[config.mk]
export PLATFORM = sky130hd
export DESIGN_NAME = axi_qspi_controller
export DESIGN_NICKNAME = d
export VERILOG_FILES = /design/src/source/axi_lite_pkg.sv /design/src/source/spi_flash_pkg.sv /design/src/source/qspi_regs.sv /design/src/source/qspi_xip_reader.sv /design/src/source/spi_engine.sv /design/src/source/axi_qspi_controller.sv
export VERILOG_INCLUDE_DIRS = /design/src /design/src/include
export SDC_FILE = /design/constraint.sdc
export NUM_CORES = 1
export LEC_CHECK = 0
export CORE_MARGIN = 3
export CORE_UTILIZATION = 45
export DETAILED_ROUTE_END_ITERATION = 7
export DONT_BUFFER_PORTS = 1
export SYNTH_ARGS = -nofsm -noshare
export SYNTH_HDL_FRONTEND = slang
export SYNTH_SLANG_ARGS = --single-unit
export TNS_END_PERCENT = 30
[constraint.sdc]
create_clock -name s_axi_aclk -period 5.55 [get_ports s_axi_aclk]
set_input_delay 0.555 -clock s_axi_aclk [delete_from_list [all_inputs] [get_ports s_axi_aclk]]
set_output_delay 0.555 -clock s_axi_aclk [all_outputs]
set_load 0.02 [all_outputs]
[src/include/qspi_params.svh]
`ifndef QSPI_PARAMS_SVH
`define QSPI_PARAMS_SVH

// Start of the memory-mapped flash window
`define QSPI_FLASH_BASE 32'h0000_1000

// Flash read command and its fixed data length
`define QSPI_READ_CMD 8'h03
`define QSPI_XIP_BITS 6'd32

`define QSPI_CLKDIV_RST 8'd4

// Register offsets inside the 4 KiB register page
`define QSPI_REG_CLKDIV 12'h000
`define QSPI_REG_CMD    12'h004
`define QSPI_REG_ADDR   12'h008
`define QSPI_REG_LEN    12'h00C
`define QSPI_REG_TXDATA 12'h010
`define QSPI_REG_RXDATA 12'h014
`define QSPI_REG_STATUS 12'h018
`define QSPI_REG_CS_DEF 12'h01C
`define QSPI_REG_CS_A0  12'h020
`define QSPI_REG_CS_M0  12'h024
`define QSPI_REG_CS_A1  12'h028
`define QSPI_REG_CS_M1  12'h02C

`endif

[src/source/axi_lite_pkg.sv]
package axi_lite_pkg;

  typedef logic [31:0] addr_t;
  typedef logic [31:0] data_t;

  // One enable per byte lane
  typedef logic [3:0] strb_t;

  typedef enum logic [1:0] {
    RESP_OKAY   = 2'b00,
    RESP_SLVERR = 2'b10
  } resp_t;

endpackage

[src/source/spi_flash_pkg.sv]
package spi_flash_pkg;

  typedef logic [7:0]  opcode_t;
  typedef logic [23:0] flash_addr_t;
  typedef logic [3:0]  dummy_t;
  typedef logic [5:0]  data_len_t;
  typedef logic [7:0]  clkdiv_t;
  typedef logic        cs_idx_t;

  typedef enum logic [2:0] {
    ENG_IDLE,
    ENG_COMMAND,
    ENG_ADDRESS,
    ENG_DUMMY,
    ENG_DATA,
    ENG_FINISH
  } engine_state_t;

  typedef enum logic [1:0] {
    XIP_IDLE,
    XIP_WAIT,
    XIP_RESPOND
  } xip_state_t;

endpackage

[src/source/qspi_regs.sv]
`timescale 1ns/1ns
`include "qspi_params.svh"

module qspi_regs
  import axi_lite_pkg::*;
  import spi_flash_pkg::*;
(
  input  logic        s_axi_aclk,
  input  logic        s_axi_aresetn,
  input  logic        awvalid_i,
  input  addr_t       awaddr_i,
  input  logic        wvalid_i,
  input  data_t       wdata_i,
  input  strb_t       wstrb_i,
  input  logic        bready_i,
  input  logic        arvalid_i,
  input  addr_t       araddr_i,
  input  logic        rready_i,
  input  logic        busy_i,
  input  data_t       rx_data_i,
  output logic        awready_o,
  output logic        wready_o,
  output logic        bvalid_o,
  output resp_t       bresp_o,
  output logic        arready_o,
  output logic        rvalid_o,
  output data_t       rdata_o,
  output resp_t       rresp_o,
  output clkdiv_t     clkdiv_o,
  output logic        cpol_o,
  output opcode_t     cmd_o,
  output flash_addr_t addr_o,
  output logic        addr_en_o,
  output dummy_t      dummy_o,
  output data_len_t   data_len_o,
  output logic        write_o,
  output data_t       tx_data_o,
  output logic        trigger_o,
  output cs_idx_t     cs_def_o,
  output addr_t       cs_a0_o,
  output addr_t       cs_m0_o,
  output addr_t       cs_a1_o,
  output addr_t       cs_m1_o
);

  logic        wr_go;
  logic        wr_ok;
  logic        rd_go;
  logic        rd_ok;
  logic [11:0] wr_off;
  logic [11:0] rd_off;
  data_t       wr_word;

  // Current contents of a register as software sees it
  function automatic data_t reg_value(input logic [11:0] off);
    case (off)
      `QSPI_REG_CLKDIV: reg_value = {23'h0, cpol_o, clkdiv_o};
      `QSPI_REG_CMD:    reg_value = {24'h0, cmd_o};
      `QSPI_REG_ADDR:   reg_value = {8'h0, addr_o};
      `QSPI_REG_LEN: begin
        reg_value = {15'h0, write_o, dummy_o, 3'h0, addr_en_o, 2'h0, data_len_o};
      end
      `QSPI_REG_TXDATA: reg_value = tx_data_o;
      `QSPI_REG_RXDATA: reg_value = rx_data_i;
      `QSPI_REG_STATUS: reg_value = {31'h0, busy_i};
      `QSPI_REG_CS_DEF: reg_value = {31'h0, cs_def_o};
      `QSPI_REG_CS_A0:  reg_value = cs_a0_o;
      `QSPI_REG_CS_M0:  reg_value = cs_m0_o;
      `QSPI_REG_CS_A1:  reg_value = cs_a1_o;
      `QSPI_REG_CS_M1:  reg_value = cs_m1_o;
      default:          reg_value = '0;
    endcase
  endfunction

  // Offsets are word aligned and contiguous up to the last window mask
  function automatic logic reg_mapped(input logic [11:0] off);
    reg_mapped = (off[1:0] == 2'b00) && (off <= `QSPI_REG_CS_M1);
  endfunction

  function automatic data_t merge(input data_t old, input data_t wr_val, input strb_t strb);
    data_t res;
    res = old;
    for (int i = 0; i < 4; i++) begin
      if (strb[i]) begin
        res[8*i +: 8] = wr_val[8*i +: 8];
      end
    end
    return res;
  endfunction

  assign wr_off  = awaddr_i[11:0];
  assign rd_off  = araddr_i[11:0];
  assign wr_ok   = (awaddr_i < `QSPI_FLASH_BASE) && reg_mapped(wr_off);
  assign rd_ok   = (araddr_i < `QSPI_FLASH_BASE) && reg_mapped(rd_off);
  assign wr_word = merge(reg_value(wr_off), wdata_i, wstrb_i);

  // AW and W are taken together, never while a response waits
  assign wr_go = awvalid_i && wvalid_i && !bvalid_o && !awready_o;
  assign rd_go = arvalid_i && !rvalid_o && !arready_o;

  always_ff @(posedge s_axi_aclk or negedge s_axi_aresetn) begin
    if (!s_axi_aresetn) begin
      awready_o  <= 1'b0;
      wready_o   <= 1'b0;
      bvalid_o   <= 1'b0;
      bresp_o    <= RESP_OKAY;
      trigger_o  <= 1'b0;
      clkdiv_o   <= `QSPI_CLKDIV_RST;
      cpol_o     <= 1'b0;
      cmd_o      <= '0;
      addr_o     <= '0;
      addr_en_o  <= 1'b0;
      dummy_o    <= '0;
      data_len_o <= '0;
      write_o    <= 1'b0;
      tx_data_o  <= '0;
      cs_def_o   <= 1'b0;
      cs_a0_o    <= '0;
      cs_m0_o    <= '0;
      cs_a1_o    <= '0;
      cs_m1_o    <= '0;
    end else begin
      awready_o <= wr_go;
      wready_o  <= wr_go;
      trigger_o <= 1'b0;
      if (bvalid_o && bready_i) begin
        bvalid_o <= 1'b0;
      end
      if (awready_o) begin
        bvalid_o <= 1'b1;
        bresp_o  <= wr_ok ? RESP_OKAY : RESP_SLVERR;
        if (wr_ok) begin
          case (wr_off)
            `QSPI_REG_CLKDIV: begin
              clkdiv_o <= wr_word[7:0];
              cpol_o   <= wr_word[8];
            end
            `QSPI_REG_CMD:  cmd_o <= wr_word[7:0];
            `QSPI_REG_ADDR: addr_o <= wr_word[23:0];
            `QSPI_REG_LEN: begin
              data_len_o <= wr_word[5:0];
              addr_en_o  <= wr_word[8];
              dummy_o    <= wr_word[15:12];
              write_o    <= wr_word[16];
            end
            `QSPI_REG_TXDATA: tx_data_o <= wr_word;
            // Busy is read-only, bit 0 written as 1 starts a command
            `QSPI_REG_STATUS: trigger_o <= wstrb_i[0] & wdata_i[0];
            `QSPI_REG_CS_DEF: cs_def_o <= wr_word[0];
            `QSPI_REG_CS_A0:  cs_a0_o <= wr_word;
            `QSPI_REG_CS_M0:  cs_m0_o <= wr_word;
            `QSPI_REG_CS_A1:  cs_a1_o <= wr_word;
            `QSPI_REG_CS_M1:  cs_m1_o <= wr_word;
            default: ;
          endcase
        end
      end
    end
  end

  always_ff @(posedge s_axi_aclk or negedge s_axi_aresetn) begin
    if (!s_axi_aresetn) begin
      arready_o <= 1'b0;
      rvalid_o  <= 1'b0;
      rdata_o   <= '0;
      rresp_o   <= RESP_OKAY;
    end else begin
      arready_o <= rd_go;
      if (rvalid_o && rready_i) begin
        rvalid_o <= 1'b0;
      end
      if (arready_o) begin
        rvalid_o <= 1'b1;
        rdata_o  <= rd_ok ? reg_value(rd_off) : '0;
        rresp_o  <= rd_ok ? RESP_OKAY : RESP_SLVERR;
      end
    end
  end

endmodule

[src/source/qspi_xip_reader.sv]
`timescale 1ns/1ns
`include "qspi_params.svh"

module qspi_xip_reader
  import axi_lite_pkg::*;
  import spi_flash_pkg::*;
(
  input  logic        s_axi_aclk,
  input  logic        s_axi_aresetn,
  input  logic        arvalid_i,
  input  addr_t       araddr_i,
  input  logic        rready_i,
  input  logic        busy_i,
  input  logic        done_i,
  input  data_t       rx_data_i,
  input  cs_idx_t     cs_def_i,
  input  addr_t       cs_a0_i,
  input  addr_t       cs_m0_i,
  input  addr_t       cs_a1_i,
  input  addr_t       cs_m1_i,
  output logic        arready_o,
  output logic        rvalid_o,
  output data_t       rdata_o,
  output logic        start_o,
  output logic        active_o,
  output flash_addr_t flash_addr_o,
  output cs_idx_t     cs_idx_o
);

  xip_state_t state;
  addr_t      offset;
  cs_idx_t    cs_pick;
  logic       accept;

  assign offset = araddr_i - `QSPI_FLASH_BASE;

  // Window 0 wins over window 1, the default select catches the rest
  assign cs_pick = ((araddr_i & cs_m0_i) == cs_a0_i) ? 1'b0 :
                   ((araddr_i & cs_m1_i) == cs_a1_i) ? 1'b1 : cs_def_i;

  assign accept   = (state == XIP_IDLE) && arvalid_i && !busy_i;
  assign rvalid_o = (state == XIP_RESPOND);
  assign active_o = (state != XIP_IDLE);

  always_ff @(posedge s_axi_aclk or negedge s_axi_aresetn) begin
    if (!s_axi_aresetn) begin
      state     <= XIP_IDLE;
      arready_o <= 1'b0;
      start_o   <= 1'b0;
    end else begin
      arready_o <= 1'b0;
      start_o   <= 1'b0;
      case (state)
        XIP_IDLE: begin
          if (accept) begin
            arready_o <= 1'b1;
            start_o   <= 1'b1;
            state     <= XIP_WAIT;
          end
        end
        XIP_WAIT: begin
          if (done_i) begin
            state <= XIP_RESPOND;
          end
        end
        XIP_RESPOND: begin
          if (rready_i) begin
            state <= XIP_IDLE;
          end
        end
        default: state <= XIP_IDLE;
      endcase
    end
  end

  always_ff @(posedge s_axi_aclk) begin
    if (accept) begin
      flash_addr_o <= offset[23:0];
      cs_idx_o     <= cs_pick;
    end
    // First byte off the wire goes to the lowest lane
    if (state == XIP_WAIT && done_i) begin
      rdata_o <= {rx_data_i[7:0], rx_data_i[15:8], rx_data_i[23:16], rx_data_i[31:24]};
    end
  end

endmodule

[src/source/spi_engine.sv]
`timescale 1ns/1ns

module spi_engine
  import axi_lite_pkg::*;
  import spi_flash_pkg::*;
(
  input  logic        s_axi_aclk,
  input  logic        s_axi_aresetn,
  input  logic        start_i,
  input  clkdiv_t     clkdiv_i,
  input  logic        cpol_i,
  input  opcode_t     cmd_i,
  input  flash_addr_t addr_i,
  input  logic        addr_en_i,
  input  dummy_t      dummy_i,
  input  data_len_t   data_len_i,
  input  logic        write_i,
  input  data_t       tx_data_i,
  input  cs_idx_t     cs_idx_i,
  input  logic        spi_sdi_i,
  output logic        busy_o,
  output logic        done_o,
  output data_t       rx_data_o,
  output logic        spi_clk_o,
  output logic [1:0]  spi_csn_o,
  output logic        spi_sdo_o
);

  engine_state_t state;
  engine_state_t next_phase;
  clkdiv_t       div_cnt;
  logic          sclk_q;
  data_len_t     bits_left;
  data_t         shift_q;

  assign busy_o    = (state != ENG_IDLE);
  assign done_o    = (state == ENG_FINISH);
  assign spi_clk_o = cpol_i ^ sclk_q;

  // Phase after the current one, skipping the empty ones
  always_comb begin
    next_phase = ENG_FINISH;
    if (state == ENG_COMMAND && addr_en_i) begin
      next_phase = ENG_ADDRESS;
    end else if ((state == ENG_COMMAND || state == ENG_ADDRESS) && dummy_i != '0) begin
      next_phase = ENG_DUMMY;
    end else if (state != ENG_DATA && data_len_i != '0) begin
      next_phase = ENG_DATA;
    end
  end

  always_ff @(posedge s_axi_aclk or negedge s_axi_aresetn) begin
    if (!s_axi_aresetn) begin
      state     <= ENG_IDLE;
      div_cnt   <= '0;
      sclk_q    <= 1'b0;
      bits_left <= '0;
      shift_q   <= '0;
      rx_data_o <= '0;
      spi_csn_o <= 2'b11;
      spi_sdo_o <= 1'b0;
    end else begin
      case (state)
        ENG_IDLE: begin
          if (start_i) begin
            state     <= ENG_COMMAND;
            div_cnt   <= '0;
            bits_left <= 6'd8;
            shift_q   <= {cmd_i, 24'h0};
            rx_data_o <= '0;
            spi_csn_o <= ~(2'b01 << cs_idx_i);
          end
        end
        ENG_FINISH: begin
          state     <= ENG_IDLE;
          spi_csn_o <= 2'b11;
        end
        default: begin
          if (div_cnt != clkdiv_i) begin
            div_cnt <= div_cnt + 8'd1;
          end else begin
            div_cnt <= '0;
            sclk_q  <= ~sclk_q;
            if (!sclk_q) begin
              // Leading edge puts the next bit out
              spi_sdo_o <= shift_q[31];
              shift_q   <= {shift_q[30:0], 1'b0};
            end else begin
              // Trailing edge samples and closes the bit
              if (state == ENG_DATA && !write_i) begin
                rx_data_o <= {rx_data_o[30:0], spi_sdi_i};
              end
              if (bits_left != 6'd1) begin
                bits_left <= bits_left - 6'd1;
              end else begin
                state <= next_phase;
                case (next_phase)
                  ENG_ADDRESS: begin
                    bits_left <= 6'd24;
                    shift_q   <= {addr_i, 8'h0};
                  end
                  ENG_DUMMY: begin
                    bits_left <= {2'b00, dummy_i};
                    shift_q   <= '0;
                  end
                  ENG_DATA: begin
                    bits_left <= data_len_i;
                    shift_q   <= tx_data_i;
                  end
                  default: ;
                endcase
              end
            end
          end
        end
      endcase
    end
  end

endmodule

[src/source/axi_qspi_controller.sv]
`timescale 1ns/1ns
`include "qspi_params.svh"

module axi_qspi_controller
  import axi_lite_pkg::*;
  import spi_flash_pkg::*;
(
  input  logic       s_axi_aclk,
  input  logic       s_axi_aresetn,
  input  logic       s_axi_awvalid_i,
  input  addr_t      s_axi_awaddr_i,
  output logic       s_axi_awready_o,
  input  logic       s_axi_wvalid_i,
  input  data_t      s_axi_wdata_i,
  input  strb_t      s_axi_wstrb_i,
  output logic       s_axi_wready_o,
  output logic       s_axi_bvalid_o,
  output resp_t      s_axi_bresp_o,
  input  logic       s_axi_bready_i,
  input  logic       s_axi_arvalid_i,
  input  addr_t      s_axi_araddr_i,
  output logic       s_axi_arready_o,
  output logic       s_axi_rvalid_o,
  output data_t      s_axi_rdata_o,
  output resp_t      s_axi_rresp_o,
  input  logic       s_axi_rready_i,
  output logic       spi_clk_o,
  output logic [1:0] spi_csn_o,
  output logic       spi_sdo_o,
  input  logic       spi_sdi_i
);

  logic        reg_sel;
  logic        regs_arready;
  logic        regs_rvalid;
  data_t       regs_rdata;
  resp_t       regs_rresp;
  logic        xip_arready;
  logic        xip_rvalid;
  data_t       xip_rdata;
  logic        xip_start;
  logic        xip_active;
  flash_addr_t xip_addr;
  cs_idx_t     xip_cs;
  clkdiv_t     clkdiv;
  logic        cpol;
  opcode_t     reg_cmd;
  flash_addr_t reg_addr;
  logic        reg_addr_en;
  dummy_t      reg_dummy;
  data_len_t   reg_len;
  logic        reg_write;
  data_t       tx_data;
  logic        trigger;
  cs_idx_t     cs_def;
  addr_t       cs_a0;
  addr_t       cs_m0;
  addr_t       cs_a1;
  addr_t       cs_m1;
  logic        busy;
  logic        done;
  data_t       rx_data;

  assign reg_sel = (s_axi_araddr_i < `QSPI_FLASH_BASE);

  assign s_axi_arready_o = reg_sel ? regs_arready : xip_arready;

  // Single outstanding read, so at most one side holds rvalid
  assign s_axi_rvalid_o = regs_rvalid | xip_rvalid;
  assign s_axi_rdata_o  = regs_rvalid ? regs_rdata : xip_rdata;
  assign s_axi_rresp_o  = regs_rvalid ? regs_rresp : RESP_OKAY;

  qspi_regs u_regs (
    .s_axi_aclk   (s_axi_aclk),
    .s_axi_aresetn(s_axi_aresetn),
    .awvalid_i    (s_axi_awvalid_i),
    .awaddr_i     (s_axi_awaddr_i),
    .wvalid_i     (s_axi_wvalid_i),
    .wdata_i      (s_axi_wdata_i),
    .wstrb_i      (s_axi_wstrb_i),
    .bready_i     (s_axi_bready_i),
    .arvalid_i    (s_axi_arvalid_i && reg_sel && !xip_rvalid),
    .araddr_i     (s_axi_araddr_i),
    .rready_i     (s_axi_rready_i),
    .busy_i       (busy),
    .rx_data_i    (rx_data),
    .awready_o    (s_axi_awready_o),
    .wready_o     (s_axi_wready_o),
    .bvalid_o     (s_axi_bvalid_o),
    .bresp_o      (s_axi_bresp_o),
    .arready_o    (regs_arready),
    .rvalid_o     (regs_rvalid),
    .rdata_o      (regs_rdata),
    .rresp_o      (regs_rresp),
    .clkdiv_o     (clkdiv),
    .cpol_o       (cpol),
    .cmd_o        (reg_cmd),
    .addr_o       (reg_addr),
    .addr_en_o    (reg_addr_en),
    .dummy_o      (reg_dummy),
    .data_len_o   (reg_len),
    .write_o      (reg_write),
    .tx_data_o    (tx_data),
    .trigger_o    (trigger),
    .cs_def_o     (cs_def),
    .cs_a0_o      (cs_a0),
    .cs_m0_o      (cs_m0),
    .cs_a1_o      (cs_a1),
    .cs_m1_o      (cs_m1)
  );

  qspi_xip_reader u_xip (
    .s_axi_aclk   (s_axi_aclk),
    .s_axi_aresetn(s_axi_aresetn),
    .arvalid_i    (s_axi_arvalid_i && !reg_sel && !regs_rvalid),
    .araddr_i     (s_axi_araddr_i),
    .rready_i     (s_axi_rready_i),
    .busy_i       (busy),
    .done_i       (done),
    .rx_data_i    (rx_data),
    .cs_def_i     (cs_def),
    .cs_a0_i      (cs_a0),
    .cs_m0_i      (cs_m0),
    .cs_a1_i      (cs_a1),
    .cs_m1_i      (cs_m1),
    .arready_o    (xip_arready),
    .rvalid_o     (xip_rvalid),
    .rdata_o      (xip_rdata),
    .start_o      (xip_start),
    .active_o     (xip_active),
    .flash_addr_o (xip_addr),
    .cs_idx_o     (xip_cs)
  );

  // Flash reads own the command fields until their response is taken
  spi_engine u_engine (
    .s_axi_aclk   (s_axi_aclk),
    .s_axi_aresetn(s_axi_aresetn),
    .start_i      (xip_start | trigger),
    .clkdiv_i     (clkdiv),
    .cpol_i       (cpol),
    .cmd_i        (xip_active ? `QSPI_READ_CMD : reg_cmd),
    .addr_i       (xip_active ? xip_addr : reg_addr),
    .addr_en_i    (xip_active | reg_addr_en),
    .dummy_i      (xip_active ? 4'h0 : reg_dummy),
    .data_len_i   (xip_active ? `QSPI_XIP_BITS : reg_len),
    .write_i      (!xip_active && reg_write),
    .tx_data_i    (tx_data),
    .cs_idx_i     (xip_active ? xip_cs : cs_def),
    .spi_sdi_i    (spi_sdi_i),
    .busy_o       (busy),
    .done_o       (done),
    .rx_data_o    (rx_data),
    .spi_clk_o    (spi_clk_o),
    .spi_csn_o    (spi_csn_o),
    .spi_sdo_o    (spi_sdo_o)
  );

endmodule

==> results of run 1 <==
[flip-flops by register name, summed over array words and instances (netlist names), 2 cells and up]
signal,count
u_regs.cs_a1_o,32
u_regs.cs_m0_o,32
u_regs.rdata_o,32
u_regs.dummy_o,4
u_engine.rx_data_o,32
u_xip.state,2
u_engine.bits_left,6
u_regs.data_len_o,6
u_engine.state,3
u_regs.cs_m1_o,32
u_xip.flash_addr_o,24
u_regs.clkdiv_o,8
u_engine.shift_q,32
u_engine.spi_csn_o,2
u_regs.cs_a0_o,32
u_regs.tx_data_o,32
u_engine.div_cnt,8
u_regs.addr_o,24
u_xip.rdata_o,32
u_regs.cmd_o,8
[layout make-up]
| type | count | area [um^2] | share of cell area (%) |
|---|---|---|---|
| sequential | 398 | 10200 | 43.9 |
| clock buffer | 65 | 1240 | 5.32 |
| tap | 607 | 759 | 3.25 |
| antenna | 1 | 2.50 | 0.0107 |
| clock inverter | 15 | 153 | 0.654 |
| timing repair buffer | 33 | 248 | 1.06 |
| inverter | 82 | 308 | 1.32 |
| multi-input combinational | 1553 | 10400 | 44.5 |
[logic make-up (layout without fill, tap and decap cells)]
logic type / Yosys count / in the layout / share of synthesized area, %
AO/OA/AOI/OAI: 574 / 574 / 17.3
AND/OR/NAND/NOR: 671 / 671 / 14.1
buffers and inverters: 228 / 195 / 4.39
adder cells (fa/ha/maj): 4 / 4 / 0.232
other: 1 / 3 / 0.0174
XOR/XNOR: 90 / 90 / 3.66
multiplexers: 212 / 212 / 12.7
flip-flops: 398 / 398 / 47.5
[worst min path at each step]
stage | start | end | slack, ns | cells after the start
after floorplan | s_axi_aresetn | u_engine.bits_left[0] | 0.26 | 0
after global placement | s_axi_aresetn | u_engine.div_cnt[0] | 0.29 | 0
after detailed placement | s_axi_aresetn | u_engine.div_cnt[0] | 0.29 | 0
after CTS | s_axi_aresetn | u_engine.div_cnt[7] | -0.33 | 0
after global routing | s_axi_aresetn | u_engine.div_cnt[0] | -0.33 | 0
final | s_axi_aresetn | u_engine.div_cnt[0] | -0.32 | 0
[critical path, stage by stage, from the launching register on]
cell and delay [ns]:
dfrtp_1 0.44, or4_1 0.60, o41ai_4 0.48, a31oi_1 0.21, o221ai_4 0.90, buf_4 0.36
nor2_1 0.07, a22o_1 0.19
[stage by stage]
step | total power, mW | util, % | setup WS [ns] | instances
floorplan | 4.21 | - | 2.82 | 2179
global placement | 4.48 | 46.8 | 2.28 | 2673
detailed placement | 4.50 | 46.8 | 2.22 | 2673
CTS | 7.39 | 49.7 | 2.21 | 2753
global route | 7.62 | 49.7 | 1.96 | 2753
finish | 7.37 | 49.7 | 2.14 | 2754
[where the power goes]
group / total [mW] / internal [mW] / leakage [nW] / switching [mW]
clock: 2.91 / 1.69 / 0.681 / 1.22
combinational: 1.20 / 0.406 / 3.61 / 0.791
sequential: 3.27 / 3.11 / 5.01 / 0.158
total: 7.37 / 5.21 / 9.30 / 2.17
[cells in the mapped netlist, types with 5 or more instances]
| master | instances |
|---|---|
| or3_1 | 7 |
| mux2_2 | 60 |
| nand4_1 | 27 |
| o22a_1 | 5 |
| a2bb2oi_1 | 7 |
| nand2_1 | 363 |
| o211ai_1 | 21 |
| o21ai_0 | 214 |
| a222oi_1 | 20 |
| nor4_1 | 15 |
| dfrtp_1 | 338 |
| buf_2 | 28 |
| a22oi_1 | 52 |
| a22o_1 | 24 |
| a31oi_1 | 11 |
| a21o_1 | 5 |
| nor3_1 | 29 |
| mux2i_1 | 108 |
| a21boi_0 | 6 |
| o221ai_1 | 7 |
| buf_4 | 9 |
| nor2b_1 | 15 |
| a21bo_2 | 6 |
| xor2_1 | 75 |
| or4_1 | 9 |
| clkbuf_1 | 95 |
| nor2_1 | 114 |
| o21ai_1 | 7 |
| mux4_2 | 44 |
| buf_1 | 11 |
| a221oi_1 | 11 |
| nand3_1 | 27 |
| nand2b_1 | 12 |
| and3_1 | 11 |
| and2_1 | 10 |
| nand3b_1 | 5 |
| a211oi_1 | 8 |
| xnor2_1 | 15 |
| o22ai_1 | 44 |
| a21oi_1 | 83 |
| edfxtp_1 | 57 |
| inv_1 | 82 |
[routing by layer]
metal  wire, um  global-route usage, %  vias up
li1           -                      -     7778
met1      32600                   44.1     8899
met2      35100                   46.9     1026
met3       9310                   8.97      158
met4       2660                   10.3        8
met5         44                      0        -
==> flow_summary.ini, run 1 <==
[synthesis]
ys_warn_count = 0
ys_seq_elements = 398
synth-edff-count = 57
synthFlopType = dfrtp_1
synth_top_area_share_pct = 39.2
postSynth.asyncResetShare_pct = 85.7
synth_area_um2 = 21600
synth_sequential_area_ratio_pct = 47.5
syn_inst = 2178
synth_area_leader_cell = dfrtp_1
synthDistinctLibCells = 89
avgSynthCellArea_um2 = 9.90
yosys-top-cells-area = dfrtp_1, edfxtp_1, nand2_1, mux2i_1, o21ai_0

[timing]
fin_skew_ns = 0.0175
finalMaxSlewViolations = 0
fmaxAchievable_mhz = 294
finalCritPeriodShare_pct = 61.4
tns_ns = 0
worst_pin_slew_ns = 1.16
hold_viol_final = 341
relSlewSlack_pct = 22.9
rsz0062_at_grt = false
holdWs_ns = -0.319
setup_viol = 0
fin_crit_ns = 3.41

[global_routing]
grt_max_degree = 342
grt_use_total_pct = 31.3
antenna_found_initial = 8
grt.overflow.total = 0
grt_pass1_wl_mm = 118
first_global_vias = 17215

[setup_path]
crit_start = u_regs.data_len_o[0]
r2r_slack_ns = 2.14
rr_worst_depth = 7
r2r_start = u_regs.data_len_o[0]
critPathLaunchType = register
critical_path.endpoint_type = register
crit_type = reg -> reg
crit_end = u_engine.shift_q[19]
worstPathRequired_ns = 6.01
crit_fanout = 49
worstPathArrival_ns = 3.86
r2r-end = u_engine.shift_q[19]

[die]
initial_utilization_pct = 45.9
rows = 79
die-height_um = 225
die_area_um2 = 50600
coreArea_um2 = 47000
die_width_um = 225
pin_count = 153

[clock_tree]
cts_root_buf = clkbuf_16
ctsHtreeMaxLevel = 2
cts_tree = yes
path_clk_slew_ns = 0.06
cts_inserted_buffers = 45
post_cts_buffers = 0
post_cts_resized = 0
cts.sink_count = 398
insertion_delay_ns = 0.58
clockBufferDepth = 3

[outcome]
failed_checks = negative hold slack
status = finished, violations left

[cells_and_area]
final_common_cell = nand2_1
final_cell_mix = nand2_1, dfrtp_1, o21ai_0, nor2_1, mux2i_1
final_nets = 2225
syn2layout_area_growth_pct = 8.30
final_layout_size_suffix_gt1_share_pct = 11.0
fillCellCount = 4286
stdcell_area_um2 = 23400

[flow_run]
drv_cap = 0

[route]
drtPass1Iterations = 8
antenna_left = 0
vias = 17869
drc = 0
drt-total-wl_mm = 79.6
drt_iter0_drc = 2373
wire_per_inst_um = 28.9
via_per_inst = 6.49

[placed_design]
hpwlAfterDp_mm = 57.0
gp_congestion = 0.992
place_area_um2 = 22000
numPortBuffers = 0

[power_and_ir_drop]
ir_drop_uv = 217
p_leak_nw = 9.30
cellPowerDensity_nw_per_um2 = 316

[hold_path]
worstHoldPathType = in -> async
No activity file was read; power rests on OpenSTA's default activity.
==> inputs of run 2 (changes only) <==
==> constraint.sdc (replaced) <==
create_clock -name s_axi_aclk -period 3.2 [get_ports s_axi_aclk]
set_input_delay 0.32 -clock s_axi_aclk [delete_from_list [all_inputs] [get_ports s_axi_aclk]]
set_output_delay 0.32 -clock s_axi_aclk [all_outputs]
set_load 0.02 [all_outputs]
==> run 2 against run 1 <==
Combinational power increased by 82%. Die area unchanged. Global-route usage about the same. Count of clock-buffer cells in the layout increased by 2. Non-clock buffer count increased by 81. Sequential share of layout area decreased by 1.6 points. Critical endpoint is now s_axi_arready_o. Final area increased by 3.9%. The run ends with negative hold slack, max-slew violations left.
==> flow_summary.ini, run 2 (synthesis gave the netlist of run 1 again) <==
[outcome]
status = finished, violations left
failed_checks = negative hold slack, max-slew violations

[route]
via_per_inst = 6.43
vias = 18249
wire_per_inst_um = 28.2
drc = 0
drtPass1Iterations = 6
antenna_left = 0
drt-total-wl_mm = 79.9
drt_iter0_drc = 2415

[die]
die-height_um = 225
die_area_um2 = 50600
rows = 79
pin_count = 153
die_width_um = 225
coreArea_um2 = 47000
initial_utilization_pct = 45.9

[clock_tree]
ctsHtreeMaxLevel = 2
cts_root_buf = clkbuf_16
clockBufferDepth = 3
path_clk_slew_ns = 0.05
post_cts_resized = 0
cts_inserted_buffers = 46
post_cts_buffers = 0
cts.sink_count = 398
insertion_delay_ns = 0.60
cts_tree = yes
cts-hold-fix-buffers = 50

[cells_and_area]
final_common_cell = nand2_1
final_cell_mix = nand2_1, dfrtp_1, o21ai_0, nor2_1, mux2i_1
syn2layout_area_growth_pct = 12.5
final_nets = 2307
fillCellCount = 4190
final_layout_size_suffix_gt1_share_pct = 12.4

[power_and_ir_drop]
power_mw = 13.3
p_leak_nw = 9.75
cellPowerDensity_nw_per_um2 = 550
ir_drop_uv = 416

[placed_design]
hpwlAfterDp_mm = 56.1
numPortBuffers = 0
post-place-ws_ns = 0.494
gp_congestion = 1.01

[global_routing]
first_global_vias = 17381
grt.overflow.total = 0
grt_use_total_pct = 31.3
grt_max_degree = 342
antenna_found_initial = 4
grt_pass1_wl_mm = 118

[timing]
worst_pin_slew_ns = 1.67
fin_ws_ns = 0.171
fmaxAchievable_mhz = 330
fin_skew_ns = 0.0225
finalCritPeriodShare_pct = 94.6
setup_viol = 0
finalMaxSlewViolations = 111
rsz0062_at_grt = false
holdWs_ns = -0.531
tns_ns = 0
relSlewSlack_pct = -11.4
fin_crit_ns = 3.03
hold_viol_final = 341

[setup_path]
crit_type = in -> out
worstPathArrival_ns = 2.71
worstPathRequired_ns = 2.88
critPathLaunchType = primary input
crit_fanout = 5
rr_worst_depth = 5
critical_path.endpoint_type = output port

[hold_path]
worstHoldPathType = in -> async

[flow_run]
drv_cap = 0
==> run 2: cell count changes in the layout (fill, tap and decap cells not counted), moves of 2 or more <==
cell	delta
clkbuf_1	-8
clkbuf_8	+8
clkbuf_16	+2
dlygate4sd3_1	+50
buf_12	+2
buf_4	+29
==> run 2: cell type report <==
type	count	area [um^2]	area share (%)
inverter	82	308	1.27
timing repair buffer	114	1010	4.15
multi-input combinational	1553	10400	42.8
tap	607	759	3.13
clock buffer	67	1370	5.65
clock inverter	16	180	0.743
antenna	1	2.50	0.0103
sequential	398	10200	42.3
==> run 2: final timing paths <==
path	to	startpoint	slack, ns
max	s_axi_arready_o	s_axi_araddr_i[12]	0.17
min	u_engine.sclk_q	s_axi_aresetn	-0.53
max in group asynchronous	u_engine.bits_left[0]	s_axi_aresetn	2.42
min in group s_axi_aclk	u_regs.tx_data_o[27]	s_axi_wdata_i[27]	0.01
min reg2reg	u_regs.rresp_o[1]	u_regs.rresp_o[1]	0.48
max reg2reg	u_engine.bits_left[2]	u_engine.state[0]	0.56
==> run 2: power by group <==
part / internal [mW] / total (mW) / switching, mW
registers: 5.40 / 5.66 / 0.261
logic: 0.789 / 2.18 / 1.40
clock network: 3.28 / 5.49 / 2.21
total: 9.47 / 13.3 / 3.87
==> run 2: per-layer routing <==
layer	global-route usage, %	up-vias	part of all wire, %
met5	0	-	0.063
li1	-	7945	-
met4	9.60	8	3.7
met1	43.8	9004	40
met3	8.40	211	12
met2	47.9	1081	44
==> run 2: through the flow <==
step                cells  util (%)  area [um^2]  hold slack, ns
floorplan            2179         -        21600          0.0244
global placement     2704      47.3        22200          0.0575
detailed placement   2704      47.3        22200          0.0564
CTS                  2837      51.7        24300          -0.562
global route         2837      51.7        24300          -0.572
finish               2838      51.7        24300          -0.531
==> run 2: critical path, stage by stage <==
cell	delay, ns
dlygate4sd3_1	0.56
inv_1	0.14
ha_1	0.25
nand4bb_1	0.22
or4_1	0.78
mux2_2	0.43
